**src/logic/id_params.svh**
```systemverilog
`ifndef ID_PARAMS_SVH
`define ID_PARAMS_SVH

// datapath widths
`define XLEN   64
`define ILEN   32
`define REG_AW 5
`define NREGS  32

// instruction fields
`define RNG_OPC 6:0
`define RNG_RD  11:7
`define RNG_F3  14:12
`define RNG_RS1 19:15
`define RNG_RS2 24:20
`define RNG_F7  31:25

// major opcodes
`define OPC_LUI       7'b0110111
`define OPC_AUIPC     7'b0010111
`define OPC_JAL       7'b1101111
`define OPC_JALR      7'b1100111
`define OPC_BRANCH    7'b1100011
`define OPC_LOAD      7'b0000011
`define OPC_STORE     7'b0100011
`define OPC_OP_IMM    7'b0010011
`define OPC_OP        7'b0110011
`define OPC_OP_IMM_32 7'b0011011
`define OPC_OP_32     7'b0111011

`define F3_JALR 3'b000

`define F3_BEQ  3'b000
`define F3_BNE  3'b001
`define F3_BLT  3'b100
`define F3_BGE  3'b101
`define F3_BLTU 3'b110
`define F3_BGEU 3'b111

`define F3_LB  3'b000
`define F3_LH  3'b001
`define F3_LW  3'b010
`define F3_LD  3'b011
`define F3_LBU 3'b100
`define F3_LHU 3'b101
`define F3_LWU 3'b110

`define F3_SB 3'b000
`define F3_SH 3'b001
`define F3_SW 3'b010
`define F3_SD 3'b011

// shared by OP, OP-IMM and their 32-bit forms
`define F3_ADD  3'b000
`define F3_SLL  3'b001
`define F3_SLT  3'b010
`define F3_SLTU 3'b011
`define F3_XOR  3'b100
`define F3_SR   3'b101
`define F3_OR   3'b110
`define F3_AND  3'b111

`define F7_BASE 7'b0000000
`define F7_ALT  7'b0100000

// upper six bits for RV64 immediate shifts, shamt is 6 bits wide
`define F6_BASE 6'b000000
`define F6_ALT  6'b010000

`endif

```
**src/logic/id_pkg.sv**
```systemverilog
`include "id_params.svh"

package id_pkg;

	typedef enum logic [2:0] {
		FMT_R,
		FMT_I,
		FMT_S,
		FMT_B,
		FMT_U,
		FMT_J
	} imm_fmt_t;

	typedef enum logic [3:0] {
		ALU_ADD,
		ALU_SUB,
		ALU_SLL,
		ALU_SLT,
		ALU_SLTU,
		ALU_XOR,
		ALU_SRL,
		ALU_SRA,
		ALU_OR,
		ALU_AND,
		ALU_LUI,
		ALU_AUIPC,
		ALU_BLT,
		ALU_BGE
	} alu_op_t;

	typedef enum logic [1:0] {
		MEM_B,
		MEM_H,
		MEM_W,
		MEM_D
	} mem_size_t;

	typedef struct packed {
		logic              valid;
		imm_fmt_t          fmt;
		alu_op_t           alu_op;
		logic              alu_src_imm;  // second operand is the immediate
		logic              is_branch;    // conditional branches and jumps
		logic              mem_rd;
		logic              mem_wr;
		mem_size_t         mem_size;
		logic              mem_unsigned; // zero extend the load
		logic              rf_wr;
		logic [`REG_AW-1:0] rd_addr;
		logic              word_op;      // 32-bit op, result sign extended
	} id_ctrl_t;

endpackage

```
**src/logic/regfile_2r1w.sv**
```systemverilog
`timescale 1ns/10ps
`include "id_params.svh"

module regfile_2r1w (
	input  logic               clk,
	input  logic               rst_n,
	input  logic [`REG_AW-1:0] i_raddr_a,
	input  logic [`REG_AW-1:0] i_raddr_b,
	input  logic               i_wen,
	input  logic [`REG_AW-1:0] i_waddr,
	input  logic [`XLEN-1:0]   i_wdata,
	output logic [`XLEN-1:0]   o_rdata_a,
	output logic [`XLEN-1:0]   o_rdata_b
);

	logic [`XLEN-1:0] regs [1:`NREGS-1]; // x0 is not stored

	always_ff @(posedge clk, negedge rst_n) begin
		if (!rst_n) begin
			for (int i = 1; i < `NREGS; i++)
				regs[i] <= '0;
		end else if (i_wen && (i_waddr != '0)) begin
			regs[i_waddr] <= i_wdata;
		end
	end

	// no write bypass, reads see the current contents
	assign o_rdata_a = (i_raddr_a == '0) ? '0 : regs[i_raddr_a];
	assign o_rdata_b = (i_raddr_b == '0) ? '0 : regs[i_raddr_b];

endmodule

```
**src/logic/imm_gen.sv**
```systemverilog
`timescale 1ns/10ps
`include "id_params.svh"

module imm_gen import id_pkg::*; (
	input  logic [`ILEN-1:0] i_instr,
	input  imm_fmt_t         i_fmt,
	output logic [`XLEN-1:0] o_imm
);

	logic sign;

	assign sign = i_instr[31];

	always_comb begin
		case (i_fmt)
			FMT_I: o_imm = {{52{sign}}, i_instr[31:20]};
			FMT_S: o_imm = {{52{sign}}, i_instr[31:25], i_instr[11:7]};
			FMT_B: o_imm = {{51{sign}}, i_instr[31], i_instr[7],
			                i_instr[30:25], i_instr[11:8], 1'b0};
			FMT_U: o_imm = {{32{sign}}, i_instr[31:12], 12'b0};
			FMT_J: o_imm = {{43{sign}}, i_instr[31], i_instr[19:12],
			                i_instr[20], i_instr[30:21], 1'b0};
			default: o_imm = '0; // R format has no immediate
		endcase
	end

endmodule

```
**src/logic/instr_decoder.sv**
```systemverilog
`timescale 1ns/10ps
`include "id_params.svh"

module instr_decoder import id_pkg::*; (
	input  logic [`ILEN-1:0] i_instr,
	output id_ctrl_t         o_ctrl
);

	logic [6:0] opcode;
	logic [2:0] funct3;
	logic [6:0] funct7;
	logic       f7_base;
	logic       f7_alt;
	logic       imm32;     // OP-IMM-32
	logic       sh_base;   // immediate shift, logical form
	logic       sh_alt;    // immediate shift, arithmetic form
	logic       legal;

	assign opcode  = i_instr[`RNG_OPC];
	assign funct3  = i_instr[`RNG_F3];
	assign funct7  = i_instr[`RNG_F7];
	assign f7_base = (funct7 == `F7_BASE);
	assign f7_alt  = (funct7 == `F7_ALT);
	assign imm32   = (opcode == `OPC_OP_IMM_32);

	// RV64 shifts use a 6-bit shamt, the word forms the full funct7
	assign sh_base = imm32 ? f7_base : (i_instr[31:26] == `F6_BASE);
	assign sh_alt  = imm32 ? f7_alt  : (i_instr[31:26] == `F6_ALT);

	always_comb begin
		o_ctrl = '0;
		legal  = 1'b1;

		case (opcode)
			`OPC_LUI, `OPC_AUIPC: begin
				o_ctrl.fmt         = FMT_U;
				o_ctrl.alu_op      = (opcode == `OPC_LUI) ? ALU_LUI : ALU_AUIPC;
				o_ctrl.alu_src_imm = 1'b1;
				o_ctrl.rf_wr       = 1'b1;
			end
			`OPC_JAL, `OPC_JALR: begin
				o_ctrl.fmt         = (opcode == `OPC_JAL) ? FMT_J : FMT_I;
				o_ctrl.alu_op      = ALU_ADD; // link address
				o_ctrl.alu_src_imm = 1'b1;
				o_ctrl.is_branch   = 1'b1;
				o_ctrl.rf_wr       = 1'b1;
				if ((opcode == `OPC_JALR) && (funct3 != `F3_JALR))
					legal = 1'b0;
			end
			`OPC_BRANCH: begin
				o_ctrl.fmt       = FMT_B;
				o_ctrl.is_branch = 1'b1;
				case (funct3)
					`F3_BEQ, `F3_BNE, `F3_BLTU, `F3_BGEU: o_ctrl.alu_op = ALU_SUB;
					`F3_BLT: o_ctrl.alu_op = ALU_BLT;
					`F3_BGE: o_ctrl.alu_op = ALU_BGE;
					default: legal = 1'b0;
				endcase
			end
			`OPC_LOAD: begin
				o_ctrl.fmt          = FMT_I;
				o_ctrl.alu_op       = ALU_ADD; // address calc
				o_ctrl.alu_src_imm  = 1'b1;
				o_ctrl.mem_rd       = 1'b1;
				o_ctrl.rf_wr        = 1'b1;
				o_ctrl.mem_unsigned = funct3[2];
				case (funct3)
					`F3_LB, `F3_LBU: o_ctrl.mem_size = MEM_B;
					`F3_LH, `F3_LHU: o_ctrl.mem_size = MEM_H;
					`F3_LW, `F3_LWU: o_ctrl.mem_size = MEM_W;
					`F3_LD:          o_ctrl.mem_size = MEM_D;
					default:         legal = 1'b0;
				endcase
			end
			`OPC_STORE: begin
				o_ctrl.fmt         = FMT_S;
				o_ctrl.alu_op      = ALU_ADD;
				o_ctrl.alu_src_imm = 1'b1;
				o_ctrl.mem_wr      = 1'b1;
				case (funct3)
					`F3_SB:  o_ctrl.mem_size = MEM_B;
					`F3_SH:  o_ctrl.mem_size = MEM_H;
					`F3_SW:  o_ctrl.mem_size = MEM_W;
					`F3_SD:  o_ctrl.mem_size = MEM_D;
					default: legal = 1'b0;
				endcase
			end
			`OPC_OP_IMM, `OPC_OP_IMM_32: begin
				o_ctrl.fmt         = FMT_I;
				o_ctrl.alu_src_imm = 1'b1;
				o_ctrl.rf_wr       = 1'b1;
				o_ctrl.word_op     = imm32;
				case (funct3)
					`F3_ADD: o_ctrl.alu_op = ALU_ADD;
					`F3_SLL: begin
						o_ctrl.alu_op = ALU_SLL;
						legal         = sh_base;
					end
					`F3_SR: begin
						o_ctrl.alu_op = sh_alt ? ALU_SRA : ALU_SRL;
						legal         = sh_base || sh_alt;
					end
					`F3_SLT:  o_ctrl.alu_op = ALU_SLT;
					`F3_SLTU: o_ctrl.alu_op = ALU_SLTU;
					`F3_XOR:  o_ctrl.alu_op = ALU_XOR;
					`F3_OR:   o_ctrl.alu_op = ALU_OR;
					default:  o_ctrl.alu_op = ALU_AND;
				endcase
				// word form only has ADDIW and the shifts
				if (imm32 && !(funct3 inside {`F3_ADD, `F3_SLL, `F3_SR}))
					legal = 1'b0;
			end
			`OPC_OP, `OPC_OP_32: begin
				o_ctrl.fmt     = FMT_R;
				o_ctrl.rf_wr   = 1'b1;
				o_ctrl.word_op = (opcode == `OPC_OP_32);
				legal          = f7_base;
				case (funct3)
					`F3_ADD: begin
						o_ctrl.alu_op = f7_alt ? ALU_SUB : ALU_ADD;
						legal         = f7_base || f7_alt;
					end
					`F3_SR: begin
						o_ctrl.alu_op = f7_alt ? ALU_SRA : ALU_SRL;
						legal         = f7_base || f7_alt;
					end
					`F3_SLL:  o_ctrl.alu_op = ALU_SLL;
					`F3_SLT:  o_ctrl.alu_op = ALU_SLT;
					`F3_SLTU: o_ctrl.alu_op = ALU_SLTU;
					`F3_XOR:  o_ctrl.alu_op = ALU_XOR;
					`F3_OR:   o_ctrl.alu_op = ALU_OR;
					default:  o_ctrl.alu_op = ALU_AND;
				endcase
				if (o_ctrl.word_op && !(funct3 inside {`F3_ADD, `F3_SLL, `F3_SR}))
					legal = 1'b0;
			end
			default: legal = 1'b0; // unknown opcode
		endcase

		if (o_ctrl.rf_wr)
			o_ctrl.rd_addr = i_instr[`RNG_RD];
		o_ctrl.valid = 1'b1;

		// illegal encodings leave every field zero
		if (!legal)
			o_ctrl = '0;
	end

endmodule

```
**src/logic/id_pipe_reg.sv**
```systemverilog
`timescale 1ns/10ps
`include "id_params.svh"

module id_pipe_reg import id_pkg::*; (
	input  logic             clk,
	input  logic             rst_n,
	input  logic             i_en,
	input  logic             i_flush,
	input  id_ctrl_t         i_ctrl,
	input  logic [`XLEN-1:0] i_pc,
	input  logic [`XLEN-1:0] i_rs1_data,
	input  logic [`XLEN-1:0] i_rs2_data,
	input  logic [`XLEN-1:0] i_imm,
	output id_ctrl_t         o_ctrl,
	output logic [`XLEN-1:0] o_pc,
	output logic [`XLEN-1:0] o_rs1_data,
	output logic [`XLEN-1:0] o_rs2_data,
	output logic [`XLEN-1:0] o_imm
);

	always_ff @(posedge clk, negedge rst_n) begin
		if (!rst_n) begin
			o_ctrl     <= '0;
			o_pc       <= '0;
			o_rs1_data <= '0;
			o_rs2_data <= '0;
			o_imm      <= '0;
		end else if (i_flush) begin // flush beats a load
			o_ctrl     <= '0;
			o_pc       <= '0;
			o_rs1_data <= '0;
			o_rs2_data <= '0;
			o_imm      <= '0;
		end else if (i_en) begin
			o_ctrl     <= i_ctrl;
			o_pc       <= i_pc;
			o_rs1_data <= i_rs1_data;
			o_rs2_data <= i_rs2_data;
			o_imm      <= i_imm;
		end
	end

endmodule

```
**src/logic/id_stage.sv**
```systemverilog
`timescale 1ns/10ps
`include "id_params.svh"

module id_stage import id_pkg::*; (
	input  logic               clk,
	input  logic               rst_n,
	input  logic [`ILEN-1:0]   i_if_instr,
	input  logic [`XLEN-1:0]   i_if_pc,
	input  logic               i_ex_ready,
	input  logic               i_ex_flush_id,
	input  logic               i_wb_wr_en,
	input  logic [`REG_AW-1:0] i_wb_wr_addr,
	input  logic [`XLEN-1:0]   i_wb_wr_data,
	output logic               o_id_ready,
	output logic               o_valid,
	output logic [`XLEN-1:0]   o_pc,
	output logic [`XLEN-1:0]   o_rs1_data,
	output logic [`XLEN-1:0]   o_rs2_data,
	output logic [`XLEN-1:0]   o_imm,
	output alu_op_t            o_alu_op,
	output logic               o_alu_src_imm,
	output logic               o_is_branch,
	output logic               o_mem_rd,
	output logic               o_mem_wr,
	output mem_size_t          o_mem_size,
	output logic               o_mem_unsigned,
	output logic               o_rf_wr,
	output logic [`REG_AW-1:0] o_rd_addr,
	output logic               o_word_op
);

	id_ctrl_t         dec_ctrl; // decoder output, this cycle
	id_ctrl_t         ex_ctrl;  // registered toward execute
	logic [`XLEN-1:0] rs1_data;
	logic [`XLEN-1:0] rs2_data;
	logic [`XLEN-1:0] imm;

	assign o_id_ready = i_ex_ready;

	regfile_2r1w regfile_2r1w_inst (
		.clk       (clk),
		.rst_n     (rst_n),
		.i_raddr_a (i_if_instr[`RNG_RS1]),
		.i_raddr_b (i_if_instr[`RNG_RS2]),
		.i_wen     (i_wb_wr_en),
		.i_waddr   (i_wb_wr_addr),
		.i_wdata   (i_wb_wr_data),
		.o_rdata_a (rs1_data),
		.o_rdata_b (rs2_data)
	);

	instr_decoder instr_decoder_inst (
		.i_instr (i_if_instr),
		.o_ctrl  (dec_ctrl)
	);

	imm_gen imm_gen_inst (
		.i_instr (i_if_instr),
		.i_fmt   (dec_ctrl.fmt),
		.o_imm   (imm)
	);

	id_pipe_reg id_pipe_reg_inst (
		.clk        (clk),
		.rst_n      (rst_n),
		.i_en       (i_ex_ready),
		.i_flush    (i_ex_flush_id),
		.i_ctrl     (dec_ctrl),
		.i_pc       (i_if_pc),
		.i_rs1_data (rs1_data),
		.i_rs2_data (rs2_data),
		.i_imm      (imm),
		.o_ctrl     (ex_ctrl),
		.o_pc       (o_pc),
		.o_rs1_data (o_rs1_data),
		.o_rs2_data (o_rs2_data),
		.o_imm      (o_imm)
	);

	// unpack onto the execute ports
	assign o_valid        = ex_ctrl.valid;
	assign o_alu_op       = ex_ctrl.alu_op;
	assign o_alu_src_imm  = ex_ctrl.alu_src_imm;
	assign o_is_branch    = ex_ctrl.is_branch;
	assign o_mem_rd       = ex_ctrl.mem_rd;
	assign o_mem_wr       = ex_ctrl.mem_wr;
	assign o_mem_size     = ex_ctrl.mem_size;
	assign o_mem_unsigned = ex_ctrl.mem_unsigned;
	assign o_rf_wr        = ex_ctrl.rf_wr;
	assign o_rd_addr      = ex_ctrl.rd_addr;
	assign o_word_op      = ex_ctrl.word_op;

endmodule

```
**config.mk**
```make
export PLATFORM = sky130hd
export DESIGN_NAME = id_stage
export DESIGN_NICKNAME = d
export VERILOG_FILES = /design/src/logic/id_pkg.sv /design/src/logic/regfile_2r1w.sv /design/src/logic/imm_gen.sv /design/src/logic/instr_decoder.sv /design/src/logic/id_pipe_reg.sv /design/src/logic/id_stage.sv
export VERILOG_INCLUDE_DIRS = /design/src /design/src/logic
export SDC_FILE = /design/constraint.sdc
export NUM_CORES = 2
export LEC_CHECK = 0
export BUFFER_PORTS_ARGS = -buffer_cell sky130_fd_sc_hd__buf_2
export CORE_UTILIZATION = 45
export CTS_CLUSTER_DIAMETER = 30
export DETAILED_ROUTE_END_ITERATION = 8
export HOLD_SLACK_MARGIN = 0.08
export PLACE_DENSITY = 0.61
export SETUP_SLACK_MARGIN = 0.02
export SLEW_MARGIN = 5
export SYNTH_ARGS = -nofsm -noshare
export SYNTH_HDL_FRONTEND = slang
export SYNTH_SLANG_ARGS = --single-unit
```
**constraint.sdc**
```tcl
create_clock -name clk -period 2.2 [get_ports clk]
set_input_delay 0.44 -clock clk [delete_from_list [all_inputs] [get_ports clk]]
set_output_delay 0.44 -clock clk [all_outputs]
set_load 0.02 [all_outputs]
```
Word-level counts from Yosys, hierarchy flattened
Cells that the tools add are included.
{ "word_totals": {"register_bits": 2259, "inputBits": 170, "output_inout_bits": 276, "elab_cells": 163} }
{ "op_classes": {"magnitude_cmp": 4, "eq_ne": 25, "n_mux": 54, "bitwise": 3, "n_reduce_logical": 31} }
{ "ops": {"columns": ["op", "n"], "rows": [
  ["$bwmux 1984", 1],
  ["$mux 64", 15],
  ["$bmux 64 s5", 2],
  ["$demux 64 s5", 1],
  ["$pmux 64 s5", 1],
  ["$mux 22", 3],
  ["$pmux 4 s7", 2],
  ["$pmux 7 s7", 1],
  ["$eq 7x6->1 const B", 5],
  ["$eq 7x5->1 const B", 3],
  ["$eq 7x7->1 const B", 3],
  ["$mux 1", 19],
  ["$eq 3x3->1 const B", 6],
  ["$ge 6x6->1 const B", 3],
  ["$not 5->6", 3],
  ["$reduce_or 2->1", 7],
  ["$eq 3x2->1 const B", 4],
  ["$pmux 2 s3", 2],
  ["$pmux 4 s3", 1],
  ["$logic_not 5->1", 2],
  ["$reduce_or 9->1", 1],
  ["$reduce_or 4->1", 2],
  ["$reduce_or 8->1", 1],
  ["$eq 7x2->1 const B", 1],
  ["20 further kinds", 28]
]} }

Depth between registers and ports, before layout
{ "depth": {"ltp_word": 11, "ltp_mapped": 10, "depth_no_buf": 7} }

Modules after synthesis
From an unflattened synthesis, not the netlist that was laid out.
{ "unflattened": {"cells_unflattened": 8545, "hier_area_um2": 119263.1} }
{ "modules_own_cells": {"columns": ["mod", "instances", "cells_each", "area_each_um2", "seq_area_each_um2"], "rows": [
  ["regfile_2r1w", 1, 7449, 106663.5, 49647.6],
  ["id_pipe_reg", 1, 896, 11305.8, 6956.7],
  ["instr_decoder", 1, 101, 655.6, 0.0],
  ["imm_gen", 1, 98, 630.6, 0.0],
  ["id_stage", 1, 1, 7.5, 0.0]
]} }

Worst setup path after synthesis
Ideal clock, no wire load.
{ "synth_timing": {"path_kind": "input port to flip-flop", "from": "input port i_if_instr[16]", "to": "register id_pipe_reg_inst.o_rs1_data[0]", "setup_ps": 126, "arrival_ps": 2320, "required_time_ps": 2074, "slack_ps": -246, "stages": 6, "path_buffers": 3, "cell_sequence": "buf_2 > clkbuf_1 > buf_1 > mux4_2 > mux4_2 > a221o_1"} }
{ "synth_via": {"elab_chain_cells": 7, "word_cells_on_any_way": 8, "classes_between": "mux: 6; bitwise: 1; reduce/logical: 1"} }
{ "synth_rtl": {"columns": ["element", "line", "rtl"], "rows": [
  ["from (decl)", "id_stage.sv:7", "input logic [`ILEN-1:0] i_if_instr,"],
  ["$not 5->6 (not written as such)", "regfile_2r1w.sv:28", "assign o_rdata_a = (i_raddr_a == '0) ? '0 : regs[i_raddr_a];"],
  ["$bmux 64 s5", "regfile_2r1w.sv:28", null],
  ["$mux 64 (not written as such) (2 in series)", "regfile_2r1w.sv:28", null],
  ["$mux 64 (*)", "regfile_2r1w.sv:28", null],
  ["$mux 64 (*)", "id_pipe_reg.sv:34", "end else if (i_en) begin"],
  ["$mux 64 (*)", "id_pipe_reg.sv:28", "end else if (i_flush) begin"],
  ["to (signal assigned)", "id_pipe_reg.sv:37", "o_rs1_data <= i_rs1_data;"],
  ["to (decl)", "id_pipe_reg.sv:16", "output logic [`XLEN-1:0] o_rs1_data,"]
]} }
Every way passes the cells marked *; elsewhere a longest branch is shown, timed or not. The select of a mux whose other input is x is not followed.
A chain may end at the register's enable or synchronous reset.

==> flow_summary_export.csv <==
group,metric,value,unit
grt,grt_pass1_wl,556000,um
synthesis,ys_ff_latch,2227,
routing,antenna_left,0,
placed_design,dp_hpwl,240000,um
cts,cts_buffers,522,
grt,track_usage,29.0,%
cts,tritoncts,"done",
min_path,min_from,"i_wb_wr_data[45]",
synthesis,yosysMostFrequentCell,"mux2_2",
worst_setup_path,r2r_start,"regfile_2r1w_inst.regs[1498]",
synthesis,ys_top_cells_by_area,"dfrtp_1 (49%), mux2_2 (22%), mux4_2 (20%)",
timing,rsz0062_at_grt,"no",
cts,htreeDepth,6,
min_path,min_to,"regfile_2r1w_inst.regs[365]",
synthesis,synthArstFlopShare,100,%
synthesis,synth_edf_count,0,
routing,finalWirelength,370000,um
die,dieArea,0.257,mm^2
flow_run,cap_violations,0,
routing,vias,76200,
grt,grt_max_degree,100,
synthesis,avgSynthCellArea,15.6,um^2
pwr,total_power,159,mW
min_path,holdCritPathClass,"in -> reg",
worst_setup_path,rr_worst_depth,5,
min_path,hold_path_depth,2,
die,die_h,507,um
timing,period_share,97.0,%
die,start_util,45.4,%
grt,grt_antenna_before_repair,28,
timing,period_minus_slack,2.13,ns
grt,grt_pass1_vias,81500,
pwr,leakagePower,65.5,nW
final_layout,fin_nets,8549,
cts,clock_path_buffers,4,
pwr,vdd_drop_max,0.773,mV
placed_design,dp.cells,11100,
synthesis,synth_common_cells,"mux2_2 (2240), dfrtp_1 (2227), mux4_2 (1024)",
synthesis,synth.yosys.seq_area_share,48.6,%
synthesis,yosys_most_used_dff,"dfrtp_1",
die,num_io_pins,446,
grt,overflow,0,
final_layout,syn_to_final_growth,29.0,%
worst_setup_path,crit_path_start_kind,"register",
placed_design,gp_congestion,0.858,
worst_setup_path,reg2reg_to,"id_pipe_reg_inst.o_rs1_data[26]",
cts,cts_root_buf,"clkbuf_16",
routing,wl_per_cell,30.5,um
worst_setup_path,end_kind,"output pin",
die,die_w,507,um
routing,drt-pass1-iter-count,6,
worst_setup_path,crit_fanout,33,
synthesis,yosys.area.top_type,"dfrtp_1",
die,coreArea,0.252,mm^2
pwr,power_density,1070,mW/mm^2
timing,worstMarginPinSlew,0.777,ns
synthesis,netlist_instances,7337,
synthesis,netlist.area_leader.share,48.6,%
timing,timing.fmax,469,MHz
synthesis,ys_warn_count,0,
worst_setup_path,reg2reg_slack,0.19,ns
routing,drtIter0Drc,6119,
synthesis,synthesis.area,0.115,mm^2
worst_setup_path,critPathArrivalTime,1.69,ns
routing,vias_per_cell,6.27,
timing,holdWs,0.143,ns
timing,relSlewSlack,48.0,%
timing,finalHoldViolCount,0,
cts,clk_latency,0.93,ns
timing,setup_viol,0,
final_layout,postLayoutCoreUtil,58.6,%
cts,clk_pin_slew_worst_paths,0.05,ns
timing,tns,0,ns
synthesis,synth_cell_types,59,
final_layout,layout.cells.non_filler,12200,
timing,fin_worst_skew,0.0763,ns
final_layout,drive_above_1_share,62.1,%
worst_setup_path,path_class,"reg -> out",
placed_design,portBuffers,445,
timing,drv_slew,0,
routing,drc,0,
cts,clock_sinks,2227,
synthesis,syn_nets,7512,
die,rows,184,
worst_setup_path,crit_required,1.76,ns
run_status,status,"completed",
==> cell usage in the layout (no fill, tap or decap), types with 5 or more instances in the layout <==
| cell type | instances |
|---|---|
| mux2_2 | 2240 |
| dfrtp_1 | 2225 |
| mux4_2 | 1024 |
| clkbuf_16 | 529 |
| buf_4 | 441 |
| buf_2 | 434 |
| buf_12 | 365 |
| nand2_1 | 157 |
| o21ai_0 | 152 |
| a221o_1 | 139 |
| a22oi_1 | 135 |
| a22o_1 | 134 |
| dlygate4sd3_1 | 88 |
| clkbuf_8 | 73 |
| nor2_1 | 71 |
| clkinv_2 | 69 |
| bufinv_16 | 67 |
| mux2i_1 | 65 |
| clkinvlp_4 | 62 |
| clkbuf_1 | 47 |
| inv_6 | 33 |
| clkinv_4 | 26 |
| nor2_4 | 19 |
| diode_2 | 15 |
| nand2_4 | 15 |
| a32o_1 | 15 |
| a21oi_1 | 13 |
| clkinv_16 | 13 |
| inv_16 | 10 |
| clkinv_8 | 8 |
| inv_1 | 7 |
| nand3_1 | 7 |
| nand3b_1 | 7 |
| nor3_1 | 6 |
| buf_8 | 6 |
| nor3b_1 | 5 |
| nand2b_1 | 5 |
==> worst max-delay path by stage <==
stage               cells past startpoint                               to                        from
global placement                        6  id_pipe_reg_inst.o_rs2_data[60]              i_if_instr[20]
floorplan                               7  id_pipe_reg_inst.o_rs1_data[53]              i_if_instr[15]
detailed placement                      6  id_pipe_reg_inst.o_rs2_data[29]              i_if_instr[20]
global route                            2                        o_imm[41]  id_pipe_reg_inst.o_imm[62]
CTS                                     2                        o_imm[31]  id_pipe_reg_inst.o_imm[62]
finish                                  2                        o_imm[41]  id_pipe_reg_inst.o_imm[62]
==> cells by family (layout without fill, tap and decap cells) <==
| group | Yosys count | after routing | share of synthesized area [%] |
|---|---|---|---|
| mux | 3329 | 3329 | 42.7 |
| xor+xnor | 1 | 1 | 0.00764 |
| other cells | 0 | 15 | 0 |
| flops | 2227 | 2227 | 48.6 |
| simple gates | 327 | 327 | 1.26 |
| compound gates | 617 | 617 | 4.17 |
| fa+ha+maj | 5 | 5 | 0.0546 |
| buf+inv | 831 | 2281 | 3.17 |
==> flip-flops by register name, summed over array words and instances (netlist names) <==
| name | count |
|---|---|
| id_pipe_reg_inst.o_imm | 32 |
| id_pipe_reg_inst.o_pc | 64 |
| regfile_2r1w_inst.regs | 1984 |
| id_pipe_reg_inst.o_rs1_data | 64 |
| id_pipe_reg_inst.o_rs2_data | 64 |
| id_pipe_reg_inst.o_ctrl | 19 |
==> per-stage QoR <==
step | setup slack (ns) | cell area, um^2
final | 0.0657 | 148000
after global routing | 0.0148 | 148000
after CTS | 0.0134 | 148000
after detailed placement | -0.674 | 128000
after global placement | -0.683 | 128000
after floorplan | -0.0431 | 115000
==> routing by layer <==
layer  vias to the layer above  share of wire (%)  track usage, %
met2                      3185                 48            46.6
met1                     41300                 41            38.9
met4                        12                4.0            11.8
met5                         -              0.019               0
li1                      30900                  -               -
met3                       855                6.8            5.50
==> power by group <==
group	internal (mW)	switching (mW)
Clock	54.7	25.7
Combinational	15.1	8.78
Sequential	48.6	5.85
==> layout make-up <==
class / instances / area (um^2)
diodes: 15 / 37.5
clock buffers: 649 / 14400
clock inverters: 288 / 4060
fillers: 19000 / 105000
inverters: 8 / 30.0
multi-input cells: 4279 / 55600
flip-flops and latches: 2227 / 55700
well taps: 3348 / 4190
repair buffers: 1336 / 13800
==> worst max-delay path, stage by stage, from the launching register on <==
cell,delay [ns]
dfrtp_1,0.41
buf_12,0.19
buf_2,0.19
==> what timing repair did <==
action | 4_1_cts | 5_1_grt
hold buffers | 88 | 0
cloned | 0 | 0
hold endpoints to repair | 1203 | 0
endpoints found under the setup margin | 35 | 23
resized for setup | 6 | 0
pin swaps | 0 | 0
setup buffers | 0 | 1
Note: power is estimated with default switching activity, not from simulation.
